<file path="config.mk">
export PLATFORM = sky130hd
export DESIGN_NAME = lsu_flat
export DESIGN_NICKNAME = d
export VERILOG_FILES = /design/src/design/mem_pkg.sv /design/src/design/mem_bus_if.sv /design/src/design/lsu.sv /design/src/flat_wrapper.sv
export VERILOG_INCLUDE_DIRS = /design/src /design/src/design
export SDC_FILE = /design/constraint.sdc
export NUM_CORES = 1
export LEC_CHECK = 0
export BUFFER_PORTS_ARGS = -buffer_cell sky130_fd_sc_hd__buf_2
export CAP_MARGIN = 10
export CORE_ASPECT_RATIO = 0.6
export CORE_MARGIN = 4
export CORE_UTILIZATION = 51
export DETAILED_ROUTE_END_ITERATION = 10
export PLACE_DENSITY = 0.79
export RECOVER_POWER = 50
export REMOVE_ABC_BUFFERS = 1
export SYNTH_ARGS = -nofsm -noshare
export SYNTH_HDL_FRONTEND = slang
export SYNTH_SLANG_ARGS = --single-unit
</file>
<file path="constraint.sdc">
create_clock -name clk -period 6.46 [get_ports clk]
set_input_delay 0.646 -clock clk [delete_from_list [all_inputs] [get_ports clk]]
set_output_delay 0.646 -clock clk [all_outputs]
set_load 0.1 [all_outputs]
</file>
<file path="src/design/mem_consts.svh">
// memory subsystem constants
`ifndef MEM_CONSTS_SVH
`define MEM_CONSTS_SVH

`define MEM_XLEN 64   // data word width
`define MEM_AW 32     // byte address width
`define MEM_WORDS 256 // sram depth in words
`define MEM_IDX_W 8   // word index width

// extra cycles allowed on top of the per-op budget
`define MEM_TIMEOUT_MARGIN 200

`endif

</file>
<file path="src/design/mem_pkg.sv">
// memory subsystem types
`include "mem_consts.svh"

package mem_pkg;

  typedef logic [`MEM_XLEN-1:0]   data_t;
  typedef logic [`MEM_AW-1:0]     addr_t;
  typedef logic [`MEM_XLEN/8-1:0] wmask_t;  // one bit per byte lane
  typedef logic [1:0]             size_t;   // log2 of byte count
  typedef logic [31:0]            instr_t;

  typedef enum logic [1:0] {
    LSU_IDLE,
    LSU_REQ,
    LSU_RSP
  } lsu_state_e;

  typedef enum logic [1:0] {
    FETCH_IDLE,
    FETCH_REQ,
    FETCH_RSP
  } fetch_state_e;

endpackage

</file>
<file path="src/design/mem_bus_if.sv">
// memory request/response bus
`timescale 1ns/10ps

interface mem_bus_if
  import mem_pkg::*;
();

  logic   req_valid;
  logic   req_ready;
  logic   req_we;
  addr_t  req_addr;
  data_t  req_wdata;
  wmask_t req_wmask;

  logic   rsp_valid;
  logic   rsp_ready;
  data_t  rsp_rdata;  // old word for writes

  modport requester (
    output req_valid, req_we, req_addr, req_wdata, req_wmask, rsp_ready,
    input  req_ready, rsp_valid, rsp_rdata
  );

  modport responder (
    input  req_valid, req_we, req_addr, req_wdata, req_wmask, rsp_ready,
    output req_ready, rsp_valid, rsp_rdata
  );

endinterface

</file>
<file path="src/design/lsu.sv">
// load/store unit
`timescale 1ns/10ps
`include "mem_consts.svh"

module lsu
  import mem_pkg::*;
(
  input  logic         clk,
  input  logic         rst_n_i,
  input  logic         rd_i,
  input  wmask_t       wmask_i,
  input  addr_t        addr_i,
  input  data_t        wdata_i,
  input  size_t        size_i,
  input  logic         sext_i,
  output data_t        rdata_o,
  output logic         wait_o,
  mem_bus_if.requester bus
);

  lsu_state_e state_q;
  logic       start;
  logic       is_wr;
  logic       rsp_hs;
  logic [2:0] off_q;
  size_t      size_q;
  logic       sext_q;
  logic       we_q;
  addr_t      addr_q;
  data_t      wdata_q;
  wmask_t     wmask_q;
  data_t      shifted;
  data_t      load_val;

  assign is_wr  = |wmask_i;  // mask wins over the read strobe
  assign start  = (rd_i | is_wr) & ~wait_o;
  assign rsp_hs = bus.rsp_valid & bus.rsp_ready;

  always_ff @(posedge clk or negedge rst_n_i) begin
    if (!rst_n_i) begin
      state_q <= LSU_IDLE;
      wait_o  <= 1'b0;
      rdata_o <= '0;
    end else begin
      case (state_q)
        LSU_IDLE: begin
          if (start) begin
            state_q <= LSU_REQ;
            wait_o  <= 1'b1;
          end
        end
        LSU_REQ: begin
          if (bus.req_ready) state_q <= LSU_RSP;
        end
        LSU_RSP: begin
          if (rsp_hs) begin
            state_q <= LSU_IDLE;
            wait_o  <= 1'b0;
            if (!we_q) rdata_o <= load_val;
          end
        end
        default: state_q <= LSU_IDLE;
      endcase
    end
  end

  // lane alignment of the request
  always_ff @(posedge clk) begin
    if (start) begin
      addr_q  <= {addr_i[`MEM_AW-1:3], 3'b000};
      wdata_q <= wdata_i << {addr_i[2:0], 3'b000};
      wmask_q <= wmask_i << addr_i[2:0];
      we_q    <= is_wr;
      off_q   <= addr_i[2:0];
      size_q  <= size_i;
      sext_q  <= sext_i;
    end
  end

  assign bus.req_valid = (state_q == LSU_REQ);
  assign bus.req_we    = we_q;
  assign bus.req_addr  = addr_q;
  assign bus.req_wdata = wdata_q;
  assign bus.req_wmask = wmask_q;
  assign bus.rsp_ready = (state_q == LSU_RSP);

  assign shifted = bus.rsp_rdata >> {off_q, 3'b000};

  always_comb begin
    case (size_q)
      2'd0: load_val = {{(`MEM_XLEN-8){sext_q & shifted[7]}}, shifted[7:0]};
      2'd1: load_val = {{(`MEM_XLEN-16){sext_q & shifted[15]}}, shifted[15:0]};
      2'd2: load_val = {{(`MEM_XLEN-32){sext_q & shifted[31]}}, shifted[31:0]};
      default: load_val = shifted;  // double, nothing to extend
    endcase
  end

  // access must stay inside one 8-byte word
  a_no_cross: assert property (@(posedge clk) disable iff (!rst_n_i)
    start |-> ({1'b0, addr_i[2:0]} + (4'd1 << size_i)) <= 4'd8);

  a_wait_busy: assert property (@(posedge clk) disable iff (!rst_n_i)
    (state_q != LSU_IDLE) |-> wait_o);

endmodule

</file>
<file path="src/flat_wrapper.sv">
// flat-port wrapper written by rule: the top's interface ports become plain ports
module lsu_flat import mem_pkg::*;
  (clk, rst_n_i, rd_i, wmask_i, addr_i, wdata_i, size_i, sext_i, rdata_o, wait_o, bus_req_valid, bus_req_we, bus_req_addr, bus_req_wdata, bus_req_wmask, bus_rsp_ready, bus_req_ready, bus_rsp_valid, bus_rsp_rdata);
  mem_bus_if bus_i ();
  input  logic clk;
  input  logic rst_n_i;
  input  logic rd_i;
  input  wmask_t wmask_i;
  input  addr_t addr_i;
  input  data_t wdata_i;
  input  size_t size_i;
  input  logic sext_i;
  output data_t rdata_o;
  output logic wait_o;
  output wire logic [$bits(bus_i.req_valid)-1:0] bus_req_valid;
  output wire logic [$bits(bus_i.req_we)-1:0] bus_req_we;
  output wire logic [$bits(bus_i.req_addr)-1:0] bus_req_addr;
  output wire logic [$bits(bus_i.req_wdata)-1:0] bus_req_wdata;
  output wire logic [$bits(bus_i.req_wmask)-1:0] bus_req_wmask;
  output wire logic [$bits(bus_i.rsp_ready)-1:0] bus_rsp_ready;
  input wire logic [$bits(bus_i.req_ready)-1:0] bus_req_ready;
  input wire logic [$bits(bus_i.rsp_valid)-1:0] bus_rsp_valid;
  input wire logic [$bits(bus_i.rsp_rdata)-1:0] bus_rsp_rdata;
  assign bus_req_valid = bus_i.req_valid;
  assign bus_req_we = bus_i.req_we;
  assign bus_req_addr = bus_i.req_addr;
  assign bus_req_wdata = bus_i.req_wdata;
  assign bus_req_wmask = bus_i.req_wmask;
  assign bus_rsp_ready = bus_i.rsp_ready;
  assign bus_i.req_ready = bus_req_ready;
  assign bus_i.rsp_valid = bus_rsp_valid;
  assign bus_i.rsp_rdata = bus_rsp_rdata;
  lsu u_core (.clk(clk), .rst_n_i(rst_n_i), .rd_i(rd_i), .wmask_i(wmask_i), .addr_i(addr_i), .wdata_i(wdata_i), .size_i(size_i), .sext_i(sext_i), .rdata_o(rdata_o), .wait_o(wait_o), .bus(bus_i));
endmodule
</file>
* Word-level counts from Yosys, hierarchy flattened
Index checks and enable logic that the tools add are counted.
** Operators by class
- Equal/unequal tests :: 7
- Reduce and logical (&&, ||, !) cells :: 7
- Shifts and indexed selects :: 3
- Div/mod/pow operators :: 0
- Magnitude comparators :: 0
- $mul :: 0
- Multiplexer cells :: 8
- Bitwise gates (word level) :: 8
- Add/sub/neg operators :: 0
** Operator list (number)
- $pmux 64 s3 :: 1
- $shl 64x6->64 :: 1
- $shr 64x6->64 :: 1
- $reduce_and 3->1 :: 3
- $reduce_or 8->1 :: 1
- $shl 8x3->8 :: 1
- $mux 2 :: 3
- $pmux 2 s3 :: 1
- $and 1x1->1 :: 5
- $eq 2x1->1 const B :: 2
- $eq 2x2->1 const B :: 2
- $logic_not 2->1 :: 2
- $ne 2x1->1 const B :: 2
- $mux 1 :: 2
- $ne 2x2->1 const B :: 1
- $not 1->1 :: 2
- $pmux 1 s2 :: 1
- $reduce_bool 2->1 :: 1
- $or 1x1->1 :: 1
** Word-level totals
- Memory bits (writable) :: 0
- Logic and storage cells :: 43
- Memory bits (read-only) :: 0
- Bits in registers :: 175
- Input bits :: 176
- Memories kept :: 0
- Output and inout port bits :: 172
- Bits in latches :: 0

* Longest topological paths before layout
Gate-level depths: netlist of run 1.
- Depth in word-level cells :: 5
- Gate-level depth with buffers :: 8
- Depth with buffers taken out :: 5

* Worst setup path after synthesis of run 1
Ideal clock, no wire load.
- Path kind :: register -> register
- Start point :: register u_core.wait_o
- End point :: register u_core.addr_q[10], in the netlist u_core.bus.req_addr[10], enable pin
- Setup slack :: 0.446 ns
- Path buffers :: 0
- Cell stages (with the launch flop) :: 2
- Data required time :: 5.883 ns
- Setup time :: 0.577 ns
- Arrival :: 5.437 ns
- Period minus slack after synthesis :: 6.014 ns
- Path through :: dfrtp_1 -> nor2_1
** Between the ends
- Longest elaborated chain between the ends :: 2
** Ends and longest elaborated chain
- start: declaration :: RTL line lsu.sv:17 : output logic wait_o,
- start signal: assignment :: RTL line lsu.sv:42 : wait_o <= 1'b0;
- start signal: assignment :: RTL line lsu.sv:49 : wait_o <= 1'b1;
- start signal: assignment :: RTL line lsu.sv:58 : wait_o <= 1'b0;
- $not 1->1 :: RTL line lsu.sv:36 : assign start = (rd_i | is_wr) & ~wait_o;
- $and 1x1->1 :: RTL line lsu.sv:36
- named net u_core.start :: RTL line lsu.sv:22 : logic start;
- end signal: assignment :: RTL line lsu.sv:70 : addr_q <= {addr_i[`MEM_AW-1:3], 3'b000};
- end: declaration :: RTL line lsu.sv:29 : addr_t addr_q;
The timed path passes the listed nets, and every way through them passes these cells.
A chain may end at the register's enable or synchronous reset.

* Worst setup path in the final report of run 1
- Start point :: input addr_i[2]
- End point :: register u_core.wdata_q[34], in the netlist u_core.bus.req_wdata[34] (data pin)
** Between the ends
- Longest elaborated chain between the ends :: 1
** Ends and longest elaborated chain
- start: declaration :: RTL line flat_wrapper.sv:9 : input addr_t addr_i;
- $shl 64x6->64 :: RTL line lsu.sv:71 : wdata_q <= wdata_i << {addr_i[2:0], 3'b000};
- end signal: assignment :: RTL line lsu.sv:71
- end: declaration :: RTL line lsu.sv:30 : data_t wdata_q;
Every way passes these cells.

==> results of run 1 <==
-- layout make-up --
| class | count | share of cell area |
|---|---|---|
| Clock buffer | 22 | 0.04336 |
| Antenna cell | 1 | 0.0002100 |
| Multi-Input combinational cell | 641 | 0.3674 |
| Timing Repair Buffer | 358 | 0.1378 |
| Inverter | 4 | 0.001260 |
| Clock inverter | 10 | 0.01197 |
| Sequential cell | 175 | 0.4129 |
| Tap cell | 240 | 0.02520 |
-- metal layers --
layer	wire length, um	global-route usage
met4	561	0.07283
met5	0	0
met3	2927	0.07937
met1	12500	0.3799
met2	13410	0.4269
-- where the power goes --
group	switching [mW]	total, mW	internal [mW]	leakage, nW
logic	2.32	2.74	0.424	2.78
clock network	0.451	1.14	0.690	0.320
registers	0.134	1.63	1.50	1.90
-- worst paths after layout --
path / to / slack [ns] / depth (start not counted)
worst min-delay path: u_core.bus.req_addr[5] / 0.38 / 1
worst max-delay path: u_core.bus.req_wdata[34] / 1.79 / 5
max in group asynchronous: u_core.rdata_o[54] / 2.81 / 2
min in group asynchronous: u_core.rdata_o[51] / 1.57 / 2
worst min register to register: u_core.state_q[0] / 0.51 / 1
worst max register to register: u_core.rdata_o[25] / 3.03 / 6
-- worst reg2reg max path: stages (launching register included) --
cell	delay [ns]
sky130_fd_sc_hd__edfxtp_1	0.32
sky130_fd_sc_hd__buf_4	0.71
sky130_fd_sc_hd__mux2_1	0.40
sky130_fd_sc_hd__mux4_2	0.49
sky130_fd_sc_hd__and3_4	0.22
sky130_fd_sc_hd__nor2_1	0.92
sky130_fd_sc_hd__a31oi_1	0.19
-- flip-flops by register name, indices dropped and copies added (netlist names) --
signal	flops
u_core.bus.req_wdata	64
u_core.rdata_o	64
u_core.bus.req_addr	29
u_core.bus.req_wmask	8
u_core.off_q	3
u_core.size_q	2
u_core.state_q	2
u_core.bus.req_we	1
u_core.sext_q	1
u_core.wait_o	1
-- cell families after synthesis --
kind of cell / after synthesis / share of synthesized area
mux: 166 / 0.2021
simple gates: 272 / 0.1268
other cells: 1 / 0.0003895
flops: 175 / 0.5110
compound gates: 200 / 0.1233
buf+inv: 80 / 0.03639
-- cell usage in the layout, fill, tap and decap left out, drive strengths merged, types with 2 or more instances in the layout --
cell,n
clkinvlp,2
o2bb2ai,3
dfrtp,67
buf,206
nand3,7
or2,3
mux2,31
o22a,8
o211ai,2
and3,6
a211oi,8
nor4,3
nand2,82
or4,2
nor2,112
mux2i,116
nand3b,2
a21oi,41
o22ai,24
nand2b,11
clkinv,2
bufinv,3
clkbuf,174
nor3,3
inv,7
a31oi,50
conb,3
mux4,19
and2,9
o21ai,61
nor2b,30
edfxtp,108
==> summary.md, run 1 <==
| Metric | Value |
|---|---|
| Data required time at the worst endpoint | 6.50 ns |
| Wire length of the first global-routing pass | 45.16 mm |
| Share of final-layout standard cells stronger than drive strength 1 | 0.2421 |
| Category of cells accounting for the largest share of critical-path delay | buffers and inverters |
| Number of cells in the finished layout apart from fillers | 1451 |
| Ranking of synthesized cells by instance count | sky130_fd_sc_hd__mux2i_1, sky130_fd_sc_hd__nor2_1, sky130_fd_sc_hd__edfxtp_1 |
| Final instance area | approximately 12000 um2 |
| Count of nets after finishing | 1373 |
| Maximum buffer depth of the clock tree | 2 |
| Number of DRC markers after the initial detailed-route iteration | roughly 850 |
| Clock insertion delay at the later pin of the skew report | 0.44 ns |
| Vias in the first global route | 8200 |
| Cells after synthesis | 894 |
| Post-Place Cells | approximately 1400 |
| Initial antenna violation count | 0 |
| Largest fanout on the critical path | 76 |
| TritonCTS clock tree | done |
| Total routing usage reported by global routing | 0.2740 |
| Classification of the worst-slack hold path | input port to register |
| Final weighted congestion in routability-driven placement | a little over 0.9 |
| Post-CTS repair timing setup buffer count | 0 |
| Number of endpoints with negative hold slack in the final report | 0 |
| RSZ-0062 raised after global routing | false |
| Worst R2R Start | u_core.off_q[0] |
| Area Growth Syn to Fin | 23.77% |
| Delay of the slowest cell on the worst path | 2.46 ns |
| Share of Yosys cell area claimed by the top area cell type | 0.3368 |
| Number of max-slew violations in the final report | around 250 |
| Mean post-synth cell area | 10.77 um2 |
| Final antenna-violating net count | 0 |
| Worst rel slew slack | -1.455 |
| Number of different library cells in the post-synthesis netlist | 43 |
| Largest clock skew in the final design | between 0.01 and 0.015 ns |
| Instance area after placement | 11450 um2 |
| Startpoint-to-endpoint class of the critical path | input port to register |
| Drt pass-1 iters | 5 |
| Global route total overflow | 0 |
| Sink count of the clock tree | 175 |
| Library cell with the highest instance count after synthesis | sky130_fd_sc_hd__mux2i_1 |
| Worst voltage drop across the vdd grid | 0.3146 mV |
| Total Power | ~5.5 mW |
| Sum Neg Setup Slack | 0 ns |
| Min Clock Period, post-route | 4.671 ns |
| Final Core Density | 0.6510 |
| Clock input transition at the sequential cells of the worst setup and hold paths | 0.07 ns |
| Critical path startpoint | addr_i[2] |
| Main area contributors after synthesis | sky130_fd_sc_hd__edfxtp_1, sky130_fd_sc_hd__dfrtp_1, sky130_fd_sc_hd__mux2i_1, sky130_fd_sc_hd__mux4_2, sky130_fd_sc_hd__nor2_1 |
| Area of the core | 18310 um2 |
| Fraction of registers with async set/reset | 0.3829 |
| Failing checks | max-capacitance violations, max-slew violations |
| Leakage | 5.005 nW |
| Crit share post-route | 0.7231 |
| Half-perimeter wire length of the detailed placement result | 21.31 mm |
| Clock root cell | sky130_fd_sc_hd__clkbuf_16 |
| CP Data Arrival Time | 4.72 ns |
| Number of remaining DRC errors | 0 |
| Maximum number of pins on one net before global-route repair | approximately 110 |
| Row count | 38 |
| Yosys top cell by area | sky130_fd_sc_hd__edfxtp_1 |
| Multi-input logic area | 4378 um2 |
| Max Clk Rate | 0.2141 GHz |
| Floorplan die area | 21210 um2 |
| Floorplan die width | 185.4 um |
| Vias | 8406 |
| Routed len/inst | roughly 20 um |
| Total standard cell area after synthesis | just under 10000 um2 |
| CTS HTree Levels | 4 |
| Run status | complete, but fails checks |
| Primary flip-flop cell chosen by synthesis mapping | sky130_fd_sc_hd__edfxtp_1 |
| Number of CTS-inserted buffers | 17 |
| Routed Wire Length | 29.39 mm |
| Number of fillers in the final layout | 1500 |
| Height of the die | 114.4 um |
| Worst setup timing slack at the placement stage | 3.063 ns |
| Max Cap Violations | 4 |
| Synthesis Warnings | 0 |
| Starting utilization of the core area | 0.5260 |
| Hold Crit Start | addr_i[5] |
| Register bit total from synthesis | between 150 and 200 |
| CP max-delay cell | sky130_fd_sc_hd__clkbuf_1 |
| Type of destination of the critical path | register |
| CTS Hold Buffers Added | 0 |
| Gates resized, CTS repair | 0 |
| Worst setup SP type | input port |
| Final hold slack | 0.3771 ns |
| Portion of the post-synthesis area used by sequential elements | 0.5110 |
| Fin worst setup slack | 1.789 ns |
| Buffering stage count on the worst path with inverters included | 2 |
| Cell area power density | about 460 nW/um2 |
| Dominant cell type by count on the critical path | sky130_fd_sc_hd__clkbuf_1 |
| Detail-routed via count per cell | 5.793 |
| Buffers added on ports | 344 |
| I/O pin count | approximately 350 |
| Final setup violation count | 0 |
| Number of synthesized flops with an enable pin | 108 |
| List of cells traversed by the critical path | clkbuf_1, clkbuf_1, nor2b_1, a21oi_1, o22ai_1 |
| Transition time at the pin with the least slew margin | 3.683 ns |
| Register area | 4920 um2 |
Note: power is estimated with default switching activity, not from simulation.
==> run 2, diff against run 1 <==
- ABC_AREA: default -> 1
- PLACE_DENSITY: 0.79 -> 0.78
- clock period: 6.46 -> 4.7 ns (I/O delays scaled with it)
==> run 2 against run 1 <==
The run still ends with max-capacitance violations, max-slew violations left; worst hold slack lost 0.17 ns; cell count increased by 29%; final area increased by 3.0%; via count is 21% higher; largest cell class unchanged; largest power group unchanged.
==> summary.md, run 2 <==
| Metric | Value |
|---|---|
| Final setup violation count | 0 |
| Detail-routed via count per cell | 5.447 |
| Number of different library cells in the post-synthesis netlist | 34 |
| Post-CTS repair timing setup buffer count | 0 |
| Min Clock Period, post-route | around 3.5 ns |
| Clock input transition at the sequential cells of the worst setup and hold paths | 0.07 ns |
| RSZ-0062 raised after global routing | false |
| Worst voltage drop across the vdd grid | 0.4185 mV |
| Row count | 39 |
| Area Growth Syn to Fin | 20.15% |
| Classification of the worst-slack hold path | input port to register |
| CTS Hold Buffers Added | 0 |
| Transition time at the pin with the least slew margin | 2.999 ns |
| Failing checks | max-capacitance violations, max-slew violations |
| Leakage | about 6.1 nW |
| Most frequent standard cell in the layout excluding fill and tap cells | sky130_fd_sc_hd__nand2_1 |
| Vias in the first global route | 9442 |
| Floorplan die area | 22430 um2 |
| Initial antenna violation count | 0 |
| Largest clock skew in the final design | approximately 0.022 ns |
| Mean post-synth cell area | just under 8 um2 |
| Area of the core | 19320 um2 |
| Commonest cells after routing, fill and taps aside | sky130_fd_sc_hd__nand2_1, sky130_fd_sc_hd__buf_2, sky130_fd_sc_hd__nand3_1 |
| Yosys top cell by area | sky130_fd_sc_hd__edfxtp_1 |
| Startpoint-to-endpoint class of the critical path | input port to register |
| Total standard cell area after synthesis | 10210 um2 |
| Number of max-slew violations in the final report | 222 |
| Number of synthesized flops with an enable pin | 108 |
| Routed Wire Length | 32.33 mm |
| Cells after synthesis | 1313 |
| Met2 routed wirelength | 14.12 mm |
| Clock insertion delay at the later pin of the skew report | 0.44 ns |
| Main area contributors after synthesis | sky130_fd_sc_hd__edfxtp_1, sky130_fd_sc_hd__dfrtp_1, sky130_fd_sc_hd__nand2_1, sky130_fd_sc_hd__nand3_1, sky130_fd_sc_hd__o21ai_0 |
| Total Power | 7.032 mW |
| List of cells traversed by the critical path | buf_2, clkbuf_1, o21ai_0, o21ai_0, nor2_1 |
| Drt pass-1 iters | 5 |
| Final weighted congestion in routability-driven placement | 0.8899 |
| CP max-delay cell | sky130_fd_sc_hd__clkbuf_1 |
| Routed metal-1 wire length | 13.74 mm |
| TritonCTS clock tree | done |
| Total routing usage reported by global routing | 0.2801 |
| Instance area after placement | 11880 um2 |
| Half-perimeter wire length of the detailed placement result | 23.04 mm |
| Type of destination of the critical path | register |
| Clock root cell | sky130_fd_sc_hd__clkbuf_16 |
| Max Clk Rate | 0.2849 GHz |
| CTS HTree Levels | 4 |
| Delay of the slowest cell on the worst path | 1.78 ns |
| Number of DRC markers after the initial detailed-route iteration | 1082 |
| Cell area power density | between 500 and 600 nW/um2 |
| Topmost layer with routed signal wires | met4 |
| Crit share post-route | 0.7468 |
| Register bit total from synthesis | 175 |
| Final antenna-violating net count | 0 |
| Global route total overflow | 0 |
| Library cell with the highest instance count after synthesis | sky130_fd_sc_hd__nand2_1 |
| I/O pin count | 348 |
| Routed len/inst | 17.29 um |
| Antenna Cells | 0 |
| Number of fillers in the final layout | 1817 |
| Max Cap Violations | 5 |
| Primary flip-flop cell chosen by synthesis mapping | sky130_fd_sc_hd__edfxtp_1 |
| CP Data Arrival Time | 3.62 ns |
| Maximum buffer depth of the clock tree | 2 |
| Vias | a little over 10000 |
| Final instance area | 12270 um2 |
| Portion of the post-synthesis area used by sequential elements | 0.4816 |
| Data required time at the worst endpoint | about 4.8 ns |
| Starting utilization of the core area | 0.5286 |
| Worst rel slew slack | -1.007 |
| Dominant cell type by count on the critical path | sky130_fd_sc_hd__o21ai_0 |
| Run status | complete, but fails checks |
| Number of endpoints with negative hold slack in the final report | 0 |
| Synthesis Warnings | 0 |
| Buffers added on ports | roughly 340 |
| Met3 WL | 3.530 mm |
| Maximum number of pins on one net before global-route repair | 72 |
| Worst setup SP type | input port |
| Number of remaining DRC errors | 0 |
| Sink count of the clock tree | 175 |
| Gates resized, CTS repair | 0 |
| Number of CTS-inserted buffers | 17 |
| Share of final-layout standard cells stronger than drive strength 1 | 0.2001 |
| Wire length of the first global-routing pass | 50.49 mm |
| Count of nets after finishing | 1767 |
| Floorplan die width | 190.7 um |
| Height of the die | between 100 and 150 um |
| Largest fanout on the critical path | 50 |
| Share of Yosys cell area claimed by the top area cell type | 0.3175 |
| Fraction of registers with async set/reset | 0.3829 |
| Ranking of synthesized cells by instance count | sky130_fd_sc_hd__nand2_1, sky130_fd_sc_hd__nand3_1, sky130_fd_sc_hd__edfxtp_1 |
==> run 2: cell count changes after synthesis, moves of 34 or more <==
cell,change
sky130_fd_sc_hd__a31oi_1,-35
sky130_fd_sc_hd__nand2_1,+319
sky130_fd_sc_hd__nand4_1,+34
sky130_fd_sc_hd__nand3_1,+180
sky130_fd_sc_hd__mux2i_1,-92
sky130_fd_sc_hd__inv_1,+78
==> run 2: layer usage <==
| layer | global-route usage | up-vias |
|---|---|---|
| li1 | - | 4911 |
| met1 | 0.3944 | 4661 |
| met2 | 0.4087 | 550 |
| met3 | 0.08714 | 63 |
| met4 | 0.1000 | 0 |
| met5 | 0 | - |
==> run 2: worst paths after layout <==
check	from	to	slack [ns]	cells past startpoint
min in group asynchronous	rst_n_i	u_core.rdata_o[0]	0.56	1
worst max-delay path	addr_i[0]	u_core.bus.req_wmask[2]	1.19	5
max in group asynchronous	rst_n_i	u_core.state_q[1]	2.74	2
worst min-delay path	addr_i[31]	u_core.bus.req_addr[31]	0.21	1
worst max register to register	u_core.wait_o	u_core.bus.req_wdata[30]	1.27	2
worst min register to register	u_core.rdata_o[11]	u_core.rdata_o[11]	0.49	2
==> run 2: logic make-up after synthesis <==
kind of cell    share of synthesized area
flops                              0.4816
buf+inv                           0.08415
compound gates                    0.08133
mux                               0.02352
other cells                     0.0003671
simple gates                       0.3290
==> run 2: layout make-up <==
class	instances	area, um2	area share
Clock inverter	14	132.6	0.01081
Multi-Input combinational cell	950	4448	0.3624
Clock buffer	18	429.2	0.03497
Tap cell	266	332.8	0.02712
Inverter	90	340.3	0.02773
Sequential cell	175	4920	0.4009
Timing Repair Buffer	357	1670	0.1361
==> run 2: worst max-delay path: cells and delay by family <==
| kind | cells | cell delay (ns) |
|---|---|---|
| AND/OR/NAND/NOR | 1 | 0.08 |
| buffers and inverters | 2 | 2.21 |
| AO/OA/AOI/OAI | 2 | 0.81 |
==> run 2: report_power, final <==
part,switching (mW),total (mW),internal [mW]
Clock,0.644,1.38,0.739
Sequential,0.129,2.16,2.03
Combinational,3.02,3.49,0.473
Total,3.79,7.03,3.24
==> run 2: per-stage QoR <==
stage	util	hold WS (ns)	worst slack [ns]	instances	TNS, ns
detailed placement	0.6148	0.4729	1.850	1838	0
CTS	0.6439	0.1218	1.828	1870	0
global placement	0.6148	0.4707	1.978	1838	0
finish	0.6351	0.2079	1.190	1870	0
global route	0.6351	0.1847	0.8859	1870	0
floorplan	-	0.1744	-1.415	1215	-145.87
==> run 3, diff against run 2 <==
- ABC_AREA: 1 -> 0
- CORE_UTILIZATION: 51 -> 46
- PLACE_DENSITY: 0.78 -> 0.75
- clock period: 4.7 -> 2.95 ns (I/O delays scaled with it)
==> run 3 against run 2 <==
Critical path type unchanged; final area shrank 1.7%; register-to-register slack worse by 0.94 ns; critical path depth unchanged; the run still ends with max-capacitance violations, max-slew violations left; clock power is 57% higher.
==> summary.md, run 3 (same netlist as run 1, synthesis figures left out) <==
| Metric | Value |
|---|---|
| Worst setup timing slack at the placement stage | 0.3841 ns |
| Final setup violation count | 0 |
| Area Growth Syn to Fin | 25.31% |
| Number of cells in the finished layout apart from fillers | between 1000 and 1500 |
| Worst rel slew slack | -0.3756 |
| Instance area after placement | 11640 um2 |
| Sequential Power Share | 0.301 |
| Net switching fraction of the power | 0.5377 |
| Cell area power density | 977.5 nW/um2 |
| Detail-routed via count per cell | around 5.6 |
| Number of remaining DRC errors | 0 |
| Largest clock skew in the final design | 0.01054 ns |
| Half-perimeter wire length of the detailed placement result | 21.88 mm |
| Worst voltage drop across the vdd grid | between 0.8 and 0.9 mV |
| Clock root cell | sky130_fd_sc_hd__clkbuf_16 |
| Drt pass-1 iters | 6 |
| Vias in the first global route | 8122 |
| Floorplan die area | ~23000 um2 |
| Maximum number of pins on one net before global-route repair | 89 |
| Category of cells accounting for the largest share of critical-path delay | buffers and inverters |
| Delay of the slowest cell on the worst path | 0.95 ns |
| Classification of the worst-slack hold path | input port to register |
| Max Cap Violations | 1 |
| CTS HTree Levels | 4 |
| Clock input transition at the sequential cells of the worst setup and hold paths | 0.07 ns |
| Total routing usage reported by global routing | 0.2440 |
| Count of nets after finishing | 1388 |
| Starting utilization of the core area | 0.4750 |
| Portion of total power attributed to combinational logic | 0.516 |
| CP Data Arrival Time | 2.80 ns |
| CP max-delay cell | sky130_fd_sc_hd__clkbuf_1 |
| Floorplan die width | 194.8 um |
| Failing checks | max-capacitance violations, max-slew violations |
| Power spent charging and discharging nets | 6.341 mW |
| Largest fanout on the critical path | 27 |
| Critical path startpoint | addr_i[2] |
| Row count | 40 |
| Area of the core | approximately 20000 um2 |
| Startpoint-to-endpoint class of the critical path | input port to register |
| Buffering stage count on the worst path with inverters included | 3 |
| Number of DRC markers after the initial detailed-route iteration | a little under 800 |
| Crit share post-route | 0.9048 |
| Min Clock Period, post-route | about 2.7 ns |
| Wire length of the first global-routing pass | 45.26 mm |
| Routed Wire Length | 29.60 mm |
| Clock network fraction of design power | 0.184 |
| Post-Place Cells | 1465 |
| Vias | 8438 |
| Sink count of the clock tree | 175 |
| Worst setup SP type | input port |
| Dominant cell type by count on the critical path | sky130_fd_sc_hd__clkbuf_1 |
| Number of endpoints with negative hold slack in the final report | 0 |
| Worst R2R Start | u_core.off_q[0] |
| Max Clk Rate | 0.3747 GHz |
| Final antenna-violating net count | 0 |
| Height of the die | 120.1 um |
| Clock insertion delay at the later pin of the skew report | 0.44 ns |
| Type of destination of the critical path | register |
| Int Pwr | between 5 and 6 mW |
| Routed len/inst | 19.75 um |
| Final Core Density | 0.5952 |
| List of cells traversed by the critical path | clkbuf_1, clkbuf_1, nand2b_1, clkbuf_2, o22ai_1 |
| Most frequent standard cell in the layout excluding fill and tap cells | sky130_fd_sc_hd__buf_2 |
| Leakage | 5.224 nW |
| Transition time at the pin with the least slew margin | 2.063 ns |
| Final weighted congestion in routability-driven placement | 0.9479 |
| RSZ-0062 raised after global routing | false |
| Maximum buffer depth of the clock tree | 2 |
| Initial antenna violation count | 0 |
| Number of CTS-inserted buffers | 17 |
| Final instance area | between 10000 and 15000 um2 |
| Fin worst setup slack | roughly 0.28 ns |
| Run status | complete, but fails checks |
| Buffers added on ports | 344 |
| Number of max-slew violations in the final report | 39 |
| Global route total overflow | 0 |
| Share of final-layout standard cells stronger than drive strength 1 | 0.2865 |
| TritonCTS clock tree | done |
| Data required time at the worst endpoint | about 3.1 ns |
| Commonest cells after routing, fill and taps aside | sky130_fd_sc_hd__buf_2, sky130_fd_sc_hd__mux2i_1, sky130_fd_sc_hd__nor2_1 |
| Hold Crit Start | addr_i[19] |
| I/O pin count | ~350 |
| Post-CTS repair timing setup buffer count | 0 |
[run 3: worst paths after layout]
path | cells after the start | to | slack, ns
worst max-delay path | 5 | u_core.bus.req_wdata[34] | 0.28
worst min-delay path | 1 | u_core.bus.req_addr[19] | 0.03
worst max register to register | 6 | u_core.rdata_o[58] | 0.33
worst min register to register | 1 | u_core.state_q[0] | 0.49
max in group asynchronous | 3 | u_core.rdata_o[47] | 0.71
min in group asynchronous | 2 | u_core.rdata_o[51] | 0.98
[run 3: worst register-to-register path: stages, from the launching register on]
cell and delay (ns):
sky130_fd_sc_hd__edfxtp_1 0.61, sky130_fd_sc_hd__mux2_1 0.39, sky130_fd_sc_hd__mux4_2 0.48, sky130_fd_sc_hd__and3_4 0.21, sky130_fd_sc_hd__a311oi_4 0.19, sky130_fd_sc_hd__buf_4 0.41, sky130_fd_sc_hd__a31oi_1 0.18
[run 3: what timing repair did]
action / 4_1_cts / 5_1_grt
hold buffers: 1 / 0
resized for setup: 0 / 0
endpoints found under the setup margin: 0 / 0
hold endpoints to repair: 36 / 0
[run 3: power by group through the flow]
| stage | combinational [mW] | clock, mW | sequential [mW] |
|---|---|---|---|
| 2_1_floorplan | 1.18 | 0 | 7.37 |
| 3_3_place_gp | 6.11 | 0 | 3.56 |
| 3_5_place_dp | 6.15 | 0 | 3.57 |
| 4_1_cts | 6.16 | 2.20 | 3.53 |
| 5_1_grt | 6.32 | 2.31 | 3.60 |
| 6_report | 6.08 | 2.17 | 3.54 |
[run 3: final cells by class]
class                           count  area [um2]
Clock buffer                       21       481.7
Inverter                            4       15.01
Timing Repair Buffer              373        1847
Antenna cell                        1       2.502
Sequential cell                   175        4920
Tap cell                          273       341.6
Clock inverter                     11       80.08
Fill cell                        1771        8204
Multi-Input combinational cell    641        4378
[run 3: through the flow]
| stage | power, mW | setup TNS [ns] | hold WS (ns) |
|---|---|---|---|
| 2_1_floorplan | 8.548 | -725.68 | -0.0005911 |
| 3_3_place_gp | 9.672 | 0 | 0.4430 |
| 3_5_place_dp | 9.724 | 0 | 0.4505 |
| 4_1_cts | 11.89 | 0 | 0.007951 |
| 5_1_grt | 12.23 | 0 | 0.01191 |
| 6_report | 11.79 | 0 | 0.03078 |
[run 3: metal layers]
metal | wire length (um) | track usage
met5 | 0 | 0
met4 | 461 | 0.07236
met3 | 2666 | 0.05612
met2 | 13240 | 0.3670
met1 | 13240 | 0.3547
